===== config.mk =====
export PLATFORM = sky130hd
export DESIGN_NAME = op_fetch_stage
export DESIGN_NICKNAME = d
export VERILOG_FILES = /design/src/verilog/op_fetch_pkg.sv /design/src/verilog/channel_file.sv /design/src/verilog/fetch_control.sv /design/src/verilog/fetch_substage.sv /design/src/verilog/op_fetch_stage.sv /design/src/verilog/operand_resolve.sv /design/src/verilog/pending_write_counter.sv /design/src/verilog/skid_buffer.sv
export SDC_FILE = /design/constraint.sdc
export NUM_CORES = 2
export LEC_CHECK = 0
export ABC_CLOCK_PERIOD_IN_PS = 12900
export BUFFER_PORTS_ARGS = -buffer_cell sky130_fd_sc_hd__buf_4
export CAP_MARGIN = 20
export CELL_PAD_IN_SITES_DETAIL_PLACEMENT = 2
export CELL_PAD_IN_SITES_GLOBAL_PLACEMENT = 2
export CORE_MARGIN = 10
export CORE_UTILIZATION = 45
export CTS_CLUSTER_SIZE = 30
export DETAILED_ROUTE_END_ITERATION = 10
export GPL_TIMING_DRIVEN = 0
export PLACE_DENSITY_LB_ADDON = 0.15
export SKIP_LAST_GASP = 1
export SLEW_MARGIN = 20
export SYNTH_ARGS = -nofsm -noshare
export SYNTH_HDL_FRONTEND = slang
export SYNTH_SLANG_ARGS = --single-unit

===== constraint.sdc =====
create_clock -name clk -period 12.9 [get_ports clk]
set_input_delay 2.58 -clock clk [delete_from_list [all_inputs] [get_ports clk]]
set_output_delay 2.58 -clock clk [all_outputs]
set_load 0.03 [all_outputs]

===== src/verilog/op_fetch_pkg.sv =====
package op_fetch_pkg;
	localparam int data_width = 16;
	localparam int n_channels = 16;
	localparam int chan_addr_width = 4;
	localparam int pending_width = 4;
	localparam int op_width = 5;

	// Source codes when src_reg is set
	localparam logic [chan_addr_width-1:0] src_reg_0 = 4'd0;
	localparam logic [chan_addr_width-1:0] src_reg_1 = 4'd1;
	localparam logic [chan_addr_width-1:0] src_const_quarter = 4'd3;
	localparam logic [chan_addr_width-1:0] src_const_half = 4'd4;

	localparam logic [data_width-1:0] const_quarter = data_width'(1) << (data_width - 2);
	localparam logic [data_width-1:0] const_half = data_width'(1) << (data_width - 1); // Most negative

	localparam logic state_idle = 1'b0;
	localparam logic state_hold = 1'b1;

	// Carried payload between substages
	localparam int sel_width = chan_addr_width + 2; // Selector, src_reg, needed
	localparam int carry_1_width = op_width + 2 * sel_width;
	localparam int carry_2_width = op_width + data_width + sel_width;
	localparam int carry_3_width = op_width + 2 * data_width;
	localparam int result_width = op_width + chan_addr_width + 1 + 3 * data_width;

	// Same four bits, meaning set by the operand's src_reg bit
	typedef union packed {
		logic [chan_addr_width-1:0] channel;
		logic [chan_addr_width-1:0] code;
	} operand_src_t;
endpackage


===== src/verilog/channel_file.sv =====
`timescale 1ns/1ps

module channel_file import op_fetch_pkg::*; (
	input logic clk,
	input logic reset,
	input logic write_enable,
	input logic [chan_addr_width-1:0] write_addr,
	input logic [data_width-1:0] write_val,
	input logic [chan_addr_width-1:0] read_addr_a,
	input logic [chan_addr_width-1:0] read_addr_b,
	input logic [chan_addr_width-1:0] read_addr_c,
	output logic [data_width-1:0] read_val_a,
	output logic [data_width-1:0] read_val_b,
	output logic [data_width-1:0] read_val_c
);
	logic [data_width-1:0] channels [n_channels];

	always_ff @(posedge clk) begin
		if (reset) begin
			for (int i = 0; i < n_channels; i++)
				channels[i] <= '0;
		end else if (write_enable) begin
			channels[write_addr] <= write_val; // Write-back port only
		end
	end

	// One read port per substage
	assign read_val_a = channels[read_addr_a];
	assign read_val_b = channels[read_addr_b];
	assign read_val_c = channels[read_addr_c];
endmodule


===== src/verilog/fetch_control.sv =====
`timescale 1ns/1ps

module fetch_control import op_fetch_pkg::*; (
	input logic clk,
	input logic reset,
	input logic in_valid,
	input logic out_ready,
	input logic needs_stall,
	input logic resolved,
	output logic in_ready,
	output logic out_valid,
	output logic load_direct,
	output logic load_hold,
	output logic hold_release,
	output logic issue
);
	logic state;
	logic room;
	logic take;

	// Output register empty or being emptied this cycle
	assign room = ~out_valid | out_ready;

	assign in_ready = (state == state_idle) & room;
	assign take = in_valid & in_ready;

	assign load_direct = take & ~needs_stall;
	assign load_hold = take & needs_stall;
	assign hold_release = (state == state_hold) & resolved & room;

	// Instruction leaves the input side and its write becomes outstanding
	assign issue = load_direct | hold_release;

	always_ff @(posedge clk) begin
		if (reset) begin
			state <= state_idle;
			out_valid <= 1'b0;
		end else begin
			if (load_hold)
				state <= state_hold;
			else if (hold_release)
				state <= state_idle;

			if (issue)
				out_valid <= 1'b1;
			else if (out_ready)
				out_valid <= 1'b0; // Taken downstream
		end
	end
endmodule


===== src/verilog/fetch_substage.sv =====
`timescale 1ns/1ps

module fetch_substage import op_fetch_pkg::*; #(
	parameter int carry_width = 1
) (
	input logic clk,
	input logic reset,
	input logic in_valid,
	output logic in_ready,
	output logic out_valid,
	input logic out_ready,
	input logic [chan_addr_width-1:0] dest_in,
	input logic writes_channel_in,
	input logic [data_width-1:0] register_0_in,
	input logic [data_width-1:0] register_1_in,
	input logic [carry_width-1:0] carry_in,
	input operand_src_t src,
	input logic src_reg,
	input logic arg_needed,
	output logic [chan_addr_width-1:0] channel_read_addr,
	input logic [data_width-1:0] channel_read_val,
	input logic channel_write_enable,
	input logic [chan_addr_width-1:0] channel_write_addr,
	input logic [data_width-1:0] channel_write_val,
	output logic [chan_addr_width-1:0] dest_out,
	output logic writes_channel_out,
	output logic [data_width-1:0] register_0_out,
	output logic [data_width-1:0] register_1_out,
	output logic [carry_width-1:0] carry_out,
	output logic [data_width-1:0] fetched
);
	logic load_direct;
	logic load_hold;
	logic hold_release;
	logic issue;
	logic needs_stall;
	logic resolved;
	logic held;
	logic [pending_width-1:0] pending;
	logic [data_width-1:0] arg;
	logic [chan_addr_width-1:0] issue_addr;
	logic issue_write;

	logic [chan_addr_width-1:0] dest_held;
	logic writes_channel_held;
	logic [data_width-1:0] register_0_held;
	logic [data_width-1:0] register_1_held;
	logic [carry_width-1:0] carry_held;

	assign issue_addr = held ? dest_held : dest_in;
	assign issue_write = issue & (held ? writes_channel_held : writes_channel_in);

	fetch_control control (
		.clk(clk), .reset(reset),
		.in_valid(in_valid), .out_ready(out_ready),
		.needs_stall(needs_stall), .resolved(resolved),
		.in_ready(in_ready), .out_valid(out_valid),
		.load_direct(load_direct), .load_hold(load_hold),
		.hold_release(hold_release), .issue(issue)
	);

	pending_write_counter counter (
		.clk(clk), .reset(reset),
		.issue(issue_write), .issue_addr(issue_addr),
		.write_enable(channel_write_enable), .write_addr(channel_write_addr),
		.query_addr(channel_read_addr), .pending(pending)
	);

	operand_resolve resolver (
		.clk(clk), .reset(reset),
		.src_in(src), .src_reg_in(src_reg), .arg_needed_in(arg_needed),
		.register_0_in(register_0_in), .register_1_in(register_1_in),
		.load_hold(load_hold), .busy_hold(held), .pending(pending),
		.channel_read_val(channel_read_val),
		.write_enable(channel_write_enable), .write_addr(channel_write_addr),
		.write_val(channel_write_val),
		.query_addr(channel_read_addr), .needs_stall(needs_stall),
		.resolved(resolved), .arg(arg)
	);

	// Held copy occupied
	always_ff @(posedge clk) begin
		if (reset)
			held <= 1'b0;
		else if (load_hold)
			held <= 1'b1;
		else if (hold_release)
			held <= 1'b0;
	end

	always_ff @(posedge clk) begin
		if (load_hold) begin
			dest_held <= dest_in;
			writes_channel_held <= writes_channel_in;
			register_0_held <= register_0_in;
			register_1_held <= register_1_in;
			carry_held <= carry_in;
		end
	end

	always_ff @(posedge clk) begin
		if (load_direct) begin
			dest_out <= dest_in;
			writes_channel_out <= writes_channel_in;
			register_0_out <= register_0_in;
			register_1_out <= register_1_in;
			carry_out <= carry_in;
		end else if (hold_release) begin
			dest_out <= dest_held;
			writes_channel_out <= writes_channel_held;
			register_0_out <= register_0_held;
			register_1_out <= register_1_held;
			carry_out <= carry_held;
		end
		if (load_direct | hold_release)
			fetched <= arg; // Direct value or the held capture
	end
endmodule


===== src/verilog/op_fetch_stage.sv =====
`timescale 1ns/1ps

module op_fetch_stage import op_fetch_pkg::*; (
	input logic clk,
	input logic reset,
	input logic in_valid,
	output logic in_ready,
	input logic [op_width-1:0] operation,
	input logic [chan_addr_width-1:0] dest,
	input logic writes_channel,
	input logic [data_width-1:0] register_0,
	input logic [data_width-1:0] register_1,
	input operand_src_t src_a,
	input logic src_a_reg,
	input logic arg_a_needed,
	input operand_src_t src_b,
	input logic src_b_reg,
	input logic arg_b_needed,
	input operand_src_t src_c,
	input logic src_c_reg,
	input logic arg_c_needed,
	input logic channel_write_enable,
	input logic [chan_addr_width-1:0] channel_write_addr,
	input logic [data_width-1:0] channel_write_val,
	output logic out_valid,
	input logic out_ready,
	output logic [op_width-1:0] operation_out,
	output logic [chan_addr_width-1:0] dest_out,
	output logic writes_channel_out,
	output logic [data_width-1:0] arg_a,
	output logic [data_width-1:0] arg_b,
	output logic [data_width-1:0] arg_c
);
	logic valid_1, valid_2, valid_3;
	logic ready_2, ready_3, ready_skid;
	logic [chan_addr_width-1:0] read_addr_a, read_addr_b, read_addr_c;
	logic [data_width-1:0] read_val_a, read_val_b, read_val_c;
	logic [chan_addr_width-1:0] dest_1, dest_2, dest_3;
	logic writes_channel_1, writes_channel_2, writes_channel_3;
	logic [data_width-1:0] register_0_1, register_1_1, register_0_2, register_1_2;
	logic [data_width-1:0] fetched_a, fetched_b, fetched_c;

	logic [carry_1_width-1:0] carry_1_in, carry_1_out;
	logic [carry_2_width-1:0] carry_2_in, carry_2_out;
	logic [carry_3_width-1:0] carry_3_in, carry_3_out;
	logic [result_width-1:0] result_in, result_out;

	logic [op_width-1:0] op_1, op_2, op_3;
	operand_src_t src_b_1, src_c_1, src_c_2;
	logic src_b_reg_1, arg_b_needed_1, src_c_reg_1, arg_c_needed_1;
	logic src_c_reg_2, arg_c_needed_2;
	logic [data_width-1:0] arg_a_2, arg_a_3, arg_b_3;

	// Carry packing at each boundary
	assign carry_1_in = {operation, src_b, src_b_reg, arg_b_needed, src_c, src_c_reg, arg_c_needed};
	assign {op_1, src_b_1, src_b_reg_1, arg_b_needed_1, src_c_1, src_c_reg_1, arg_c_needed_1} =
		carry_1_out;
	assign carry_2_in = {op_1, fetched_a, src_c_1, src_c_reg_1, arg_c_needed_1};
	assign {op_2, arg_a_2, src_c_2, src_c_reg_2, arg_c_needed_2} = carry_2_out;
	assign carry_3_in = {op_2, arg_a_2, fetched_b};
	assign {op_3, arg_a_3, arg_b_3} = carry_3_out;

	assign result_in = {op_3, dest_3, writes_channel_3, arg_a_3, arg_b_3, fetched_c};
	assign {operation_out, dest_out, writes_channel_out, arg_a, arg_b, arg_c} = result_out;

	channel_file channels (
		.clk(clk), .reset(reset),
		.write_enable(channel_write_enable), .write_addr(channel_write_addr),
		.write_val(channel_write_val),
		.read_addr_a(read_addr_a), .read_addr_b(read_addr_b), .read_addr_c(read_addr_c),
		.read_val_a(read_val_a), .read_val_b(read_val_b), .read_val_c(read_val_c)
	);

	fetch_substage #(.carry_width(carry_1_width)) fetch_1 (
		.clk(clk), .reset(reset),
		.in_valid(in_valid), .in_ready(in_ready), .out_valid(valid_1), .out_ready(ready_2),
		.dest_in(dest), .writes_channel_in(writes_channel),
		.register_0_in(register_0), .register_1_in(register_1), .carry_in(carry_1_in),
		.src(src_a), .src_reg(src_a_reg), .arg_needed(arg_a_needed),
		.channel_read_addr(read_addr_a), .channel_read_val(read_val_a),
		.channel_write_enable(channel_write_enable), .channel_write_addr(channel_write_addr),
		.channel_write_val(channel_write_val),
		.dest_out(dest_1), .writes_channel_out(writes_channel_1),
		.register_0_out(register_0_1), .register_1_out(register_1_1),
		.carry_out(carry_1_out), .fetched(fetched_a)
	);

	fetch_substage #(.carry_width(carry_2_width)) fetch_2 (
		.clk(clk), .reset(reset),
		.in_valid(valid_1), .in_ready(ready_2), .out_valid(valid_2), .out_ready(ready_3),
		.dest_in(dest_1), .writes_channel_in(writes_channel_1),
		.register_0_in(register_0_1), .register_1_in(register_1_1), .carry_in(carry_2_in),
		.src(src_b_1), .src_reg(src_b_reg_1), .arg_needed(arg_b_needed_1),
		.channel_read_addr(read_addr_b), .channel_read_val(read_val_b),
		.channel_write_enable(channel_write_enable), .channel_write_addr(channel_write_addr),
		.channel_write_val(channel_write_val),
		.dest_out(dest_2), .writes_channel_out(writes_channel_2),
		.register_0_out(register_0_2), .register_1_out(register_1_2),
		.carry_out(carry_2_out), .fetched(fetched_b)
	);

	// Registers are not carried past the last substage
	fetch_substage #(.carry_width(carry_3_width)) fetch_3 (
		.clk(clk), .reset(reset),
		.in_valid(valid_2), .in_ready(ready_3), .out_valid(valid_3), .out_ready(ready_skid),
		.dest_in(dest_2), .writes_channel_in(writes_channel_2),
		.register_0_in(register_0_2), .register_1_in(register_1_2), .carry_in(carry_3_in),
		.src(src_c_2), .src_reg(src_c_reg_2), .arg_needed(arg_c_needed_2),
		.channel_read_addr(read_addr_c), .channel_read_val(read_val_c),
		.channel_write_enable(channel_write_enable), .channel_write_addr(channel_write_addr),
		.channel_write_val(channel_write_val),
		.dest_out(dest_3), .writes_channel_out(writes_channel_3),
		.register_0_out(), .register_1_out(),
		.carry_out(carry_3_out), .fetched(fetched_c)
	);

	skid_buffer #(.payload_width(result_width)) skid (
		.clk(clk), .reset(reset),
		.in_valid(valid_3), .in_ready(ready_skid),
		.out_valid(out_valid), .out_ready(out_ready),
		.payload_in(result_in), .payload_out(result_out)
	);
endmodule


===== src/verilog/operand_resolve.sv =====
`timescale 1ns/1ps

module operand_resolve import op_fetch_pkg::*; (
	input logic clk,
	input logic reset,
	input operand_src_t src_in,
	input logic src_reg_in,
	input logic arg_needed_in,
	input logic [data_width-1:0] register_0_in,
	input logic [data_width-1:0] register_1_in,
	input logic load_hold,
	input logic busy_hold,
	input logic [pending_width-1:0] pending,
	input logic [data_width-1:0] channel_read_val,
	input logic write_enable,
	input logic [chan_addr_width-1:0] write_addr,
	input logic [data_width-1:0] write_val,
	output logic [chan_addr_width-1:0] query_addr,
	output logic needs_stall,
	output logic resolved,
	output logic [data_width-1:0] arg
);
	operand_src_t src_latched;
	logic [data_width-1:0] reg_value;
	logic [data_width-1:0] direct_value;
	logic [data_width-1:0] arg_held;
	logic capture_read;
	logic capture_forward;

	assign query_addr = busy_hold ? src_latched.channel : src_in.channel;
	assign needs_stall = arg_needed_in & ~src_reg_in & (pending != '0);

	always_comb begin
		case (src_in.code)
			src_reg_0: reg_value = register_0_in;
			src_reg_1: reg_value = register_1_in;
			src_const_quarter: reg_value = const_quarter;
			src_const_half: reg_value = const_half;
			default: reg_value = '0;
		endcase
	end

	assign direct_value = !arg_needed_in ? '0 : (src_reg_in ? reg_value : channel_read_val);
	assign arg = busy_hold ? arg_held : direct_value;

	// Last outstanding write lands now, take it straight off the write-back bus
	assign capture_read = busy_hold & ~resolved & (pending == '0);
	assign capture_forward = busy_hold & ~resolved & (pending == 1) & write_enable
		& (write_addr == src_latched.channel);

	always_ff @(posedge clk) begin
		if (load_hold)
			src_latched <= src_in;
		if (capture_read)
			arg_held <= channel_read_val;
		else if (capture_forward)
			arg_held <= write_val;
	end

	always_ff @(posedge clk) begin
		if (reset)
			resolved <= 1'b0;
		else
			resolved <= busy_hold & (resolved | capture_read | capture_forward);
	end
endmodule


===== src/verilog/pending_write_counter.sv =====
`timescale 1ns/1ps

module pending_write_counter import op_fetch_pkg::*; (
	input logic clk,
	input logic reset,
	input logic issue,
	input logic [chan_addr_width-1:0] issue_addr,
	input logic write_enable,
	input logic [chan_addr_width-1:0] write_addr,
	input logic [chan_addr_width-1:0] query_addr,
	output logic [pending_width-1:0] pending
);
	logic [pending_width-1:0] count [n_channels];

	always_ff @(posedge clk) begin
		if (reset) begin
			for (int i = 0; i < n_channels; i++)
				count[i] <= '0;
		end else begin
			for (int i = 0; i < n_channels; i++) begin
				case ({issue && issue_addr == i, write_enable && write_addr == i})
					2'b10: begin
						count[i] <= count[i] + 1'b1;
					end
					2'b01: begin
						// Stray write-back leaves a zero count alone
						if (count[i] != '0)
							count[i] <= count[i] - 1'b1;
					end
					default: begin
						count[i] <= count[i]; // Issue and write-back cancel
					end
				endcase
			end
		end
	end

	assign pending = count[query_addr];
endmodule


===== src/verilog/skid_buffer.sv =====
`timescale 1ns/1ps

module skid_buffer #(
	parameter int payload_width = 8
) (
	input logic clk,
	input logic reset,
	input logic in_valid,
	output logic in_ready,
	output logic out_valid,
	input logic out_ready,
	input logic [payload_width-1:0] payload_in,
	output logic [payload_width-1:0] payload_out
);
	logic full;
	logic [payload_width-1:0] spare;

	assign in_ready = ~full;
	assign out_valid = full | in_valid;
	assign payload_out = full ? spare : payload_in; // Pass-through when empty

	always_ff @(posedge clk) begin
		if (reset)
			full <= 1'b0;
		else if (full)
			full <= ~out_ready;
		else
			full <= in_valid & ~out_ready;
	end

	// Consumer stalled during a transfer
	always_ff @(posedge clk) begin
		if (~full & in_valid & ~out_ready)
			spare <= payload_in;
	end
endmodule

* Word level (Yosys, flattened, before mapping)
Memory sizes are Yosys's and may differ from the RTL's. Cells that the tools add are included.
Cells by class: add/subtract/negate cells 96, eq/ne operators 172, muxes and demuxes 699, bitwise operators 222, reductions and logical operators 185
Operators by type and width (count):
- $mux W4 | 157
- $mux W1 | 508
- $mux W16 | 24
- $reduce_bool A4 Y1 | 51
- $add A4 B1 Y4 const B | 48
- $pmux W16 S4 | 3
- $sub A4 B1 Y4 const B | 48
- $or A1 B1 Y1 | 157
- $eq A4 B4 Y1 const B | 32
- $eq A2 B1 Y1 const B | 48
- $eq A2 B2 Y1 const B | 48
- $reduce_or A2 Y1 | 48
- $eq A4 B3 Y1 const B | 19
- $mux W37 | 2
- $logic_and A1 B1 Y1 | 64
- $mux W58 | 1
- $mux W27 | 2
- $and A1 B1 Y1 | 48
- $eq A4 B2 Y1 const B | 11
- $eq A4 B1 Y1 const B | 10
- $logic_not A4 Y1 | 10
- $mux W17 | 2
- $reduce_bool A2 Y1 | 11
- $not A1 Y1 | 17
- other kinds (3) | 5
Word-level totals: register bits 496, bits in writable memories 448, memories 4
Memories:
- channels.channels | depth 16, width 16, read ports 3, clocked after memory_dff 0, wr ports 16, RTL line channel_file.sv:16 | logic [data_width-1:0] channels [n_channels];
- fetch_1.counter.count | depth 16, width 4, read ports 17, clocked after memory_dff 0, wr ports 16, RTL line pending_write_counter.sv:13 | logic [pending_width-1:0] count [n_channels];
- fetch_2.counter.count | depth 16, width 4, read ports 17, clocked after memory_dff 0, wr ports 16, RTL line pending_write_counter.sv:13
- fetch_3.counter.count | depth 16, width 4, read ports 17, clocked after memory_dff 0, wr ports 16, RTL line pending_write_counter.sv:13

* Logic depth before layout (Yosys ltp)
depth in word-level cells 19, mapped depth 20

* By module
From an unflattened synthesis, not the netlist that was laid out.
Second synthesis, totals: cells, all modules 3967, area, all modules 56475.4 sq um
By module, submodules not included:
- channel_file | instances 1, cells an instance 996, area each 15232.1 sq um, seq. area each 7687.4 sq um
- fetch_substage at fetch_3 | instances 1, cells an instance 258, area each 6127.1 sq um, seq. area each 4944.7 sq um
- pending_write_counter at fetch_2.counter | instances 1, cells an instance 590, area each 5803.1 sq um, seq. area each 1921.8 sq um
- pending_write_counter at fetch_1.counter | instances 1, cells an instance 585, area each 5788.1 sq um, seq. area each 1921.8 sq um
- pending_write_counter at fetch_3.counter | instances 1, cells an instance 573, area each 5664.2 sq um, seq. area each 1921.8 sq um
- fetch_substage at fetch_2 | instances 1, cells an instance 227, area each 5408.9 sq um, seq. area each 4344.2 sq um
- fetch_substage at fetch_1 | instances 1, cells an instance 196, area each 4734.5 sq um, seq. area each 3743.6 sq um
- operand_resolve | instances 3, cells an instance 124, area each 1511.4 sq um, seq. area each 620.6 sq um
- skid_buffer | instances 1, cells an instance 128, area each 2788.9 sq um, seq. area each 1761.7 sq um
- fetch_control | instances 3, cells an instance 14, area each 131.4 sq um, seq. area each 40.0 sq um

* Least setup slack after synthesis
OpenSTA, ideal clock, no wires.
kind reg-to-reg, from register fetch_1.carry_out[8], to memory fetch_2.counter.count[12][3] (data pin), library setup time 266 ps, arrival 9964 ps, path slack 2670 ps, stages on the path, launching flop included 17, buffers on the path 0, period minus slack after synthesis 10230 ps, cells stage by stage edfxtp_1 > mux2i_2 > mux4_2 > nor2_1 > o32ai_1 > o31ai_1 > and3_1 > nand2_1 > ha_1 > a21boi_0 > nand2b_1 > inv_1 > ha_1 > a21o_1 > a21oi_1 > xnor2_1 > nor2_1
RTL lines:
- start, declared | RTL line fetch_substage.sv:29 | output logic [carry_width-1:0] carry_out,
- start signal, assigned | RTL line fetch_substage.sv:107 | carry_out <= carry_in;
- start signal, assigned | RTL line fetch_substage.sv:113 | carry_out <= carry_held;
- end, declared | RTL line pending_write_counter.sv:13

==> metrics.cfg <==
[route]
finalWirelength_um=208000
vias_per_cell=6.38
wl_per_cell_um=35.2
num_vias=37800
drt_iter0_drc=4264
drtAntennaViolNets=0
drc=0
drtPass1Iterations=5

[worst_setup_path]
cpMaxStageDelayCell=mux2i_1
cp.required_ns=13.32
slowest_delay_ns=0.62
crit_top_cell=mux2i_1
critPathArrivalTime_ns=7.85
path_class=primary input to flop
cp_max_fo=44
cp-end-kind=flop
critPathLaunchType=primary input
path_cells=buf_4, mux2i_1, buf_2, mux2i_1, mux2i_1, o311ai_1, nor3_4, a22oi_2, inv_1, buf_4, nand3_1, ha_1, a21boi_0, nand2b_1, inv_1, ha_1, a21o_1, a21oi_1, xnor2_1, nor2_1

[clock_network]
tritoncts=yes
ctsLongestPathBuffers=3
clk_pin_slew_worst_paths_ns=0.06
cts-root-buf=clkbuf_16
cts_resized=0
clk_latency_ns=0.75
hold_buffers=0
clock_sinks=944
htreeDepth=3
cts_made_buffers=107
post_cts_buffers=0

[flow_run]
maxCapViolCount=0

[placement]
gp_congestion=0.905
io_buffers=138
dp_hpwl_um=159000

[yosys]
ys.warnings.count=0
ys_seq_elements=944
avgSynthCellArea_um2=13.0
synth_top_family_by_area=multiplexers
synth-compound-area-share=0.0651
synthMuxAreaShare=0.158
syn_inst=4036
synth_edf_count=934
synth_fp_nets=4358
yosys.area_share.simple=0.123
synth_xor_area_frac=0.0176
synth.distinct_cells=73
synth_area_mm2=0.0523
async_flop_share=0
ys_seq_area_frac=0.540
synth_adder_area_share=0.0632
ys.flop_type=edfxtp_1

[power_and_ir_drop]
power.density_mw_per_mm2=140
ir_drop_mv=0.110
cellLeakagePower_nw=22.0
power.total_mw=8.25

[worst_hold_path]
hold_class=flop to flop

[global_routing]
grt_pass1_vias=41000
grt_usage=0.314
grt_pass1_wl_um=300000
grt_max_degree=45
antenna_found_initial=16
grt_overflow=0

[timing]
setup-violations-final=0
worst_pin_slew_ns=1.21
final.min_clock_period_ns=7.43
grt_setup_unrepaired=no
hold_viol=0
drv_slew=0
slew_headroom=0.169
final.setup_skew_ns=0.0659
max_freq_mhz=135
fin_crit_sh=0.576

[finish]
drive_above_1_share=0.192
nNetsFinal=4637
syn2layout_area_growth_pct=13.0
finalCoreUtilization=0.515

[floorplanning]
coreArea_mm2=0.115
ioPinCount=145
die_w_um=361
die_y_um=361
placementRows=124
dieArea_mm2=0.130
start_util=0.455

[outcome]
status=complete, no violations

-- cells in the mapped netlist, types with 6 or more instances --
cell | number | area, um^2
edfxtp_1 | 934 | 28000
nand2_1 | 393 | 1480
nor2_1 | 312 | 1170
and2_1 | 257 | 1610
mux4_2 | 204 | 4590
mux2_2 | 201 | 2260
ha_1 | 192 | 2400
inv_1 | 189 | 709
clkbuf_1 | 141 | 529
mux2_1 | 81 | 912
o21ai_0 | 81 | 405
a21oi_1 | 74 | 370
and3_1 | 73 | 457
nand3_1 | 68 | 340
xor2_1 | 62 | 543
a21o_1 | 54 | 405
or3_1 | 50 | 313
a31oi_1 | 49 | 307
o21bai_1 | 49 | 368
fa_1 | 45 | 901
nand2b_1 | 44 | 275
a22oi_1 | 43 | 323
xnor2_1 | 43 | 377
o2111ai_1 | 42 | 368
nor3_1 | 40 | 200
mux2i_1 | 39 | 390
buf_2 | 37 | 185
nor2b_1 | 30 | 188
or2_2 | 23 | 144
o21a_1 | 21 | 158
buf_1 | 16 | 60.1
buf_6 | 12 | 135
buf_4 | 10 | 75.1
dfxtp_1 | 10 | 200
nand3b_1 | 10 | 75.1
o31ai_1 | 9 | 67.6
a32oi_1 | 8 | 70.1
o32ai_1 | 7 | 61.3
a221oi_1 | 6 | 52.6
-- stage by stage --
stage | cells | setup slack [ns] | hold WS, ns | setup TNS, ns | area (um^2)
final | 5923 | 5.47 | 0.451 | 0 | 59100
after global routing | 5916 | 5.16 | 0.454 | 0 | 59100
after CTS | 5915 | 5.54 | 0.452 | 0 | 59100
after detailed placement | 5717 | 4.79 | 0.433 | 0 | 55600
after global placement | 5686 | -2.53 | 0.429 | -251.64 | 55200
after floorplan | 4036 | 2.67 | 0.419 | 0 | 52300
-- layer usage --
| metal | track usage | up-vias | share of wire |
|---|---|---|---|
| met5 | 0 | - | 0.00058 |
| met4 | 0.0981 | 18 | 0.034 |
| met3 | 0.0679 | 445 | 0.091 |
| met2 | 0.532 | 1948 | 0.49 |
| met1 | 0.401 | 19800 | 0.39 |
| li1 | - | 15600 | - |
-- worst paths after layout --
check                                               startpoint                                          to  slack, ns  cells after the start
worst min-delay path            fetch_3.carry_out[9]$_DFFE_PP_                    skid.spare[25]$_DFFE_PP_       0.45                      0
worst min register to register  fetch_3.carry_out[9]$_DFFE_PP_                    skid.spare[25]$_DFFE_PP_       0.45                      0
worst max-delay path                                  src_a[1]  fetch_1.counter.count[12][3]$_SDFFCE_PP0P_       5.47                     20
worst max register to register  fetch_1.carry_out[8]$_DFFE_PP_  fetch_2.counter.count[12][3]$_SDFFCE_PP0P_       6.64                     17
-- where the power goes --
part | switching, mW | leakage, nW | internal (mW)
logic | 0.873 | 11.4 | 0.477
clock network | 1.41 | 1.67 | 1.72
registers | 0.165 | 8.96 | 3.61
-- cell families after synthesis --
family,Yosys count
AO/OA/AOI/OAI,492
XOR/XNOR,105
adder cells (fa/ha/maj),237
buffers and inverters,405
flip-flops,944
multiplexers,530
AND/OR/NAND/NOR,1323
-- state kept, by name (all words and copies together) (netlist names), 17 cells and up --
name and count:
fetch_1.carry_out 17, fetch_3.counter.count 64, channels.channels 256, fetch_2.carry_held 27
fetch_1.carry_held 17, fetch_3.carry_out 37, fetch_2.carry_out 27, skid.spare 58
fetch_1.counter.count 64, fetch_2.counter.count 64, fetch_3.carry_held 37
-- final cells by class --
cell class / count / area (um^2)
antenna: 7 / 17.5
fill: 10900 / 55700
clock buffer: 128 / 2790
multi-input combinational: 2687 / 22400
timing repair buffer: 170 / 1360
inverter: 189 / 712
clock inverter: 70 / 656
tap: 1512 / 1890
sequential: 944 / 28200
buffer: 216 / 990
-- layout by cell type (no fill, tap or decap), types with 20 or more instances in the layout --
cell,Yosys,final
o21bai_1,49,49
nand2_1,393,393
clkbuf_1,141,158
nor2b_1,30,30
clkinv_2,0,20
edfxtp_1,934,934
buf_6,12,20
o21ai_0,81,81
nor3_1,40,37
a21o_1,54,54
or2_2,23,23
fa_1,45,45
nand3_1,68,68
o21a_1,21,21
clkinv_1,0,30
or3_1,50,50
o2111ai_1,42,42
a31oi_1,49,49
and2_1,257,257
nor2_1,312,312
a21oi_1,74,73
mux2_2,201,201
and3_1,73,73
nand2b_1,44,44
inv_1,189,187
a22oi_1,43,43
mux2_1,81,81
buf_2,37,44
ha_1,192,192
mux4_2,204,204
xnor2_1,43,43
buf_4,10,160
clkbuf_16,0,108
xor2_1,62,62
mux2i_1,39,38
-- critical path: cells and delay by family --
family,cells,cell delay [ns]
muxes,3,0.97
buffers and inverters,5,1.30
and+or+nand+nor,4,0.53
adders and majority gates,2,0.44
AOI/OAI and AO/OA,5,1.86
xor gates and xnor gates,1,0.14
No activity file was read; power rests on OpenSTA's default activity.
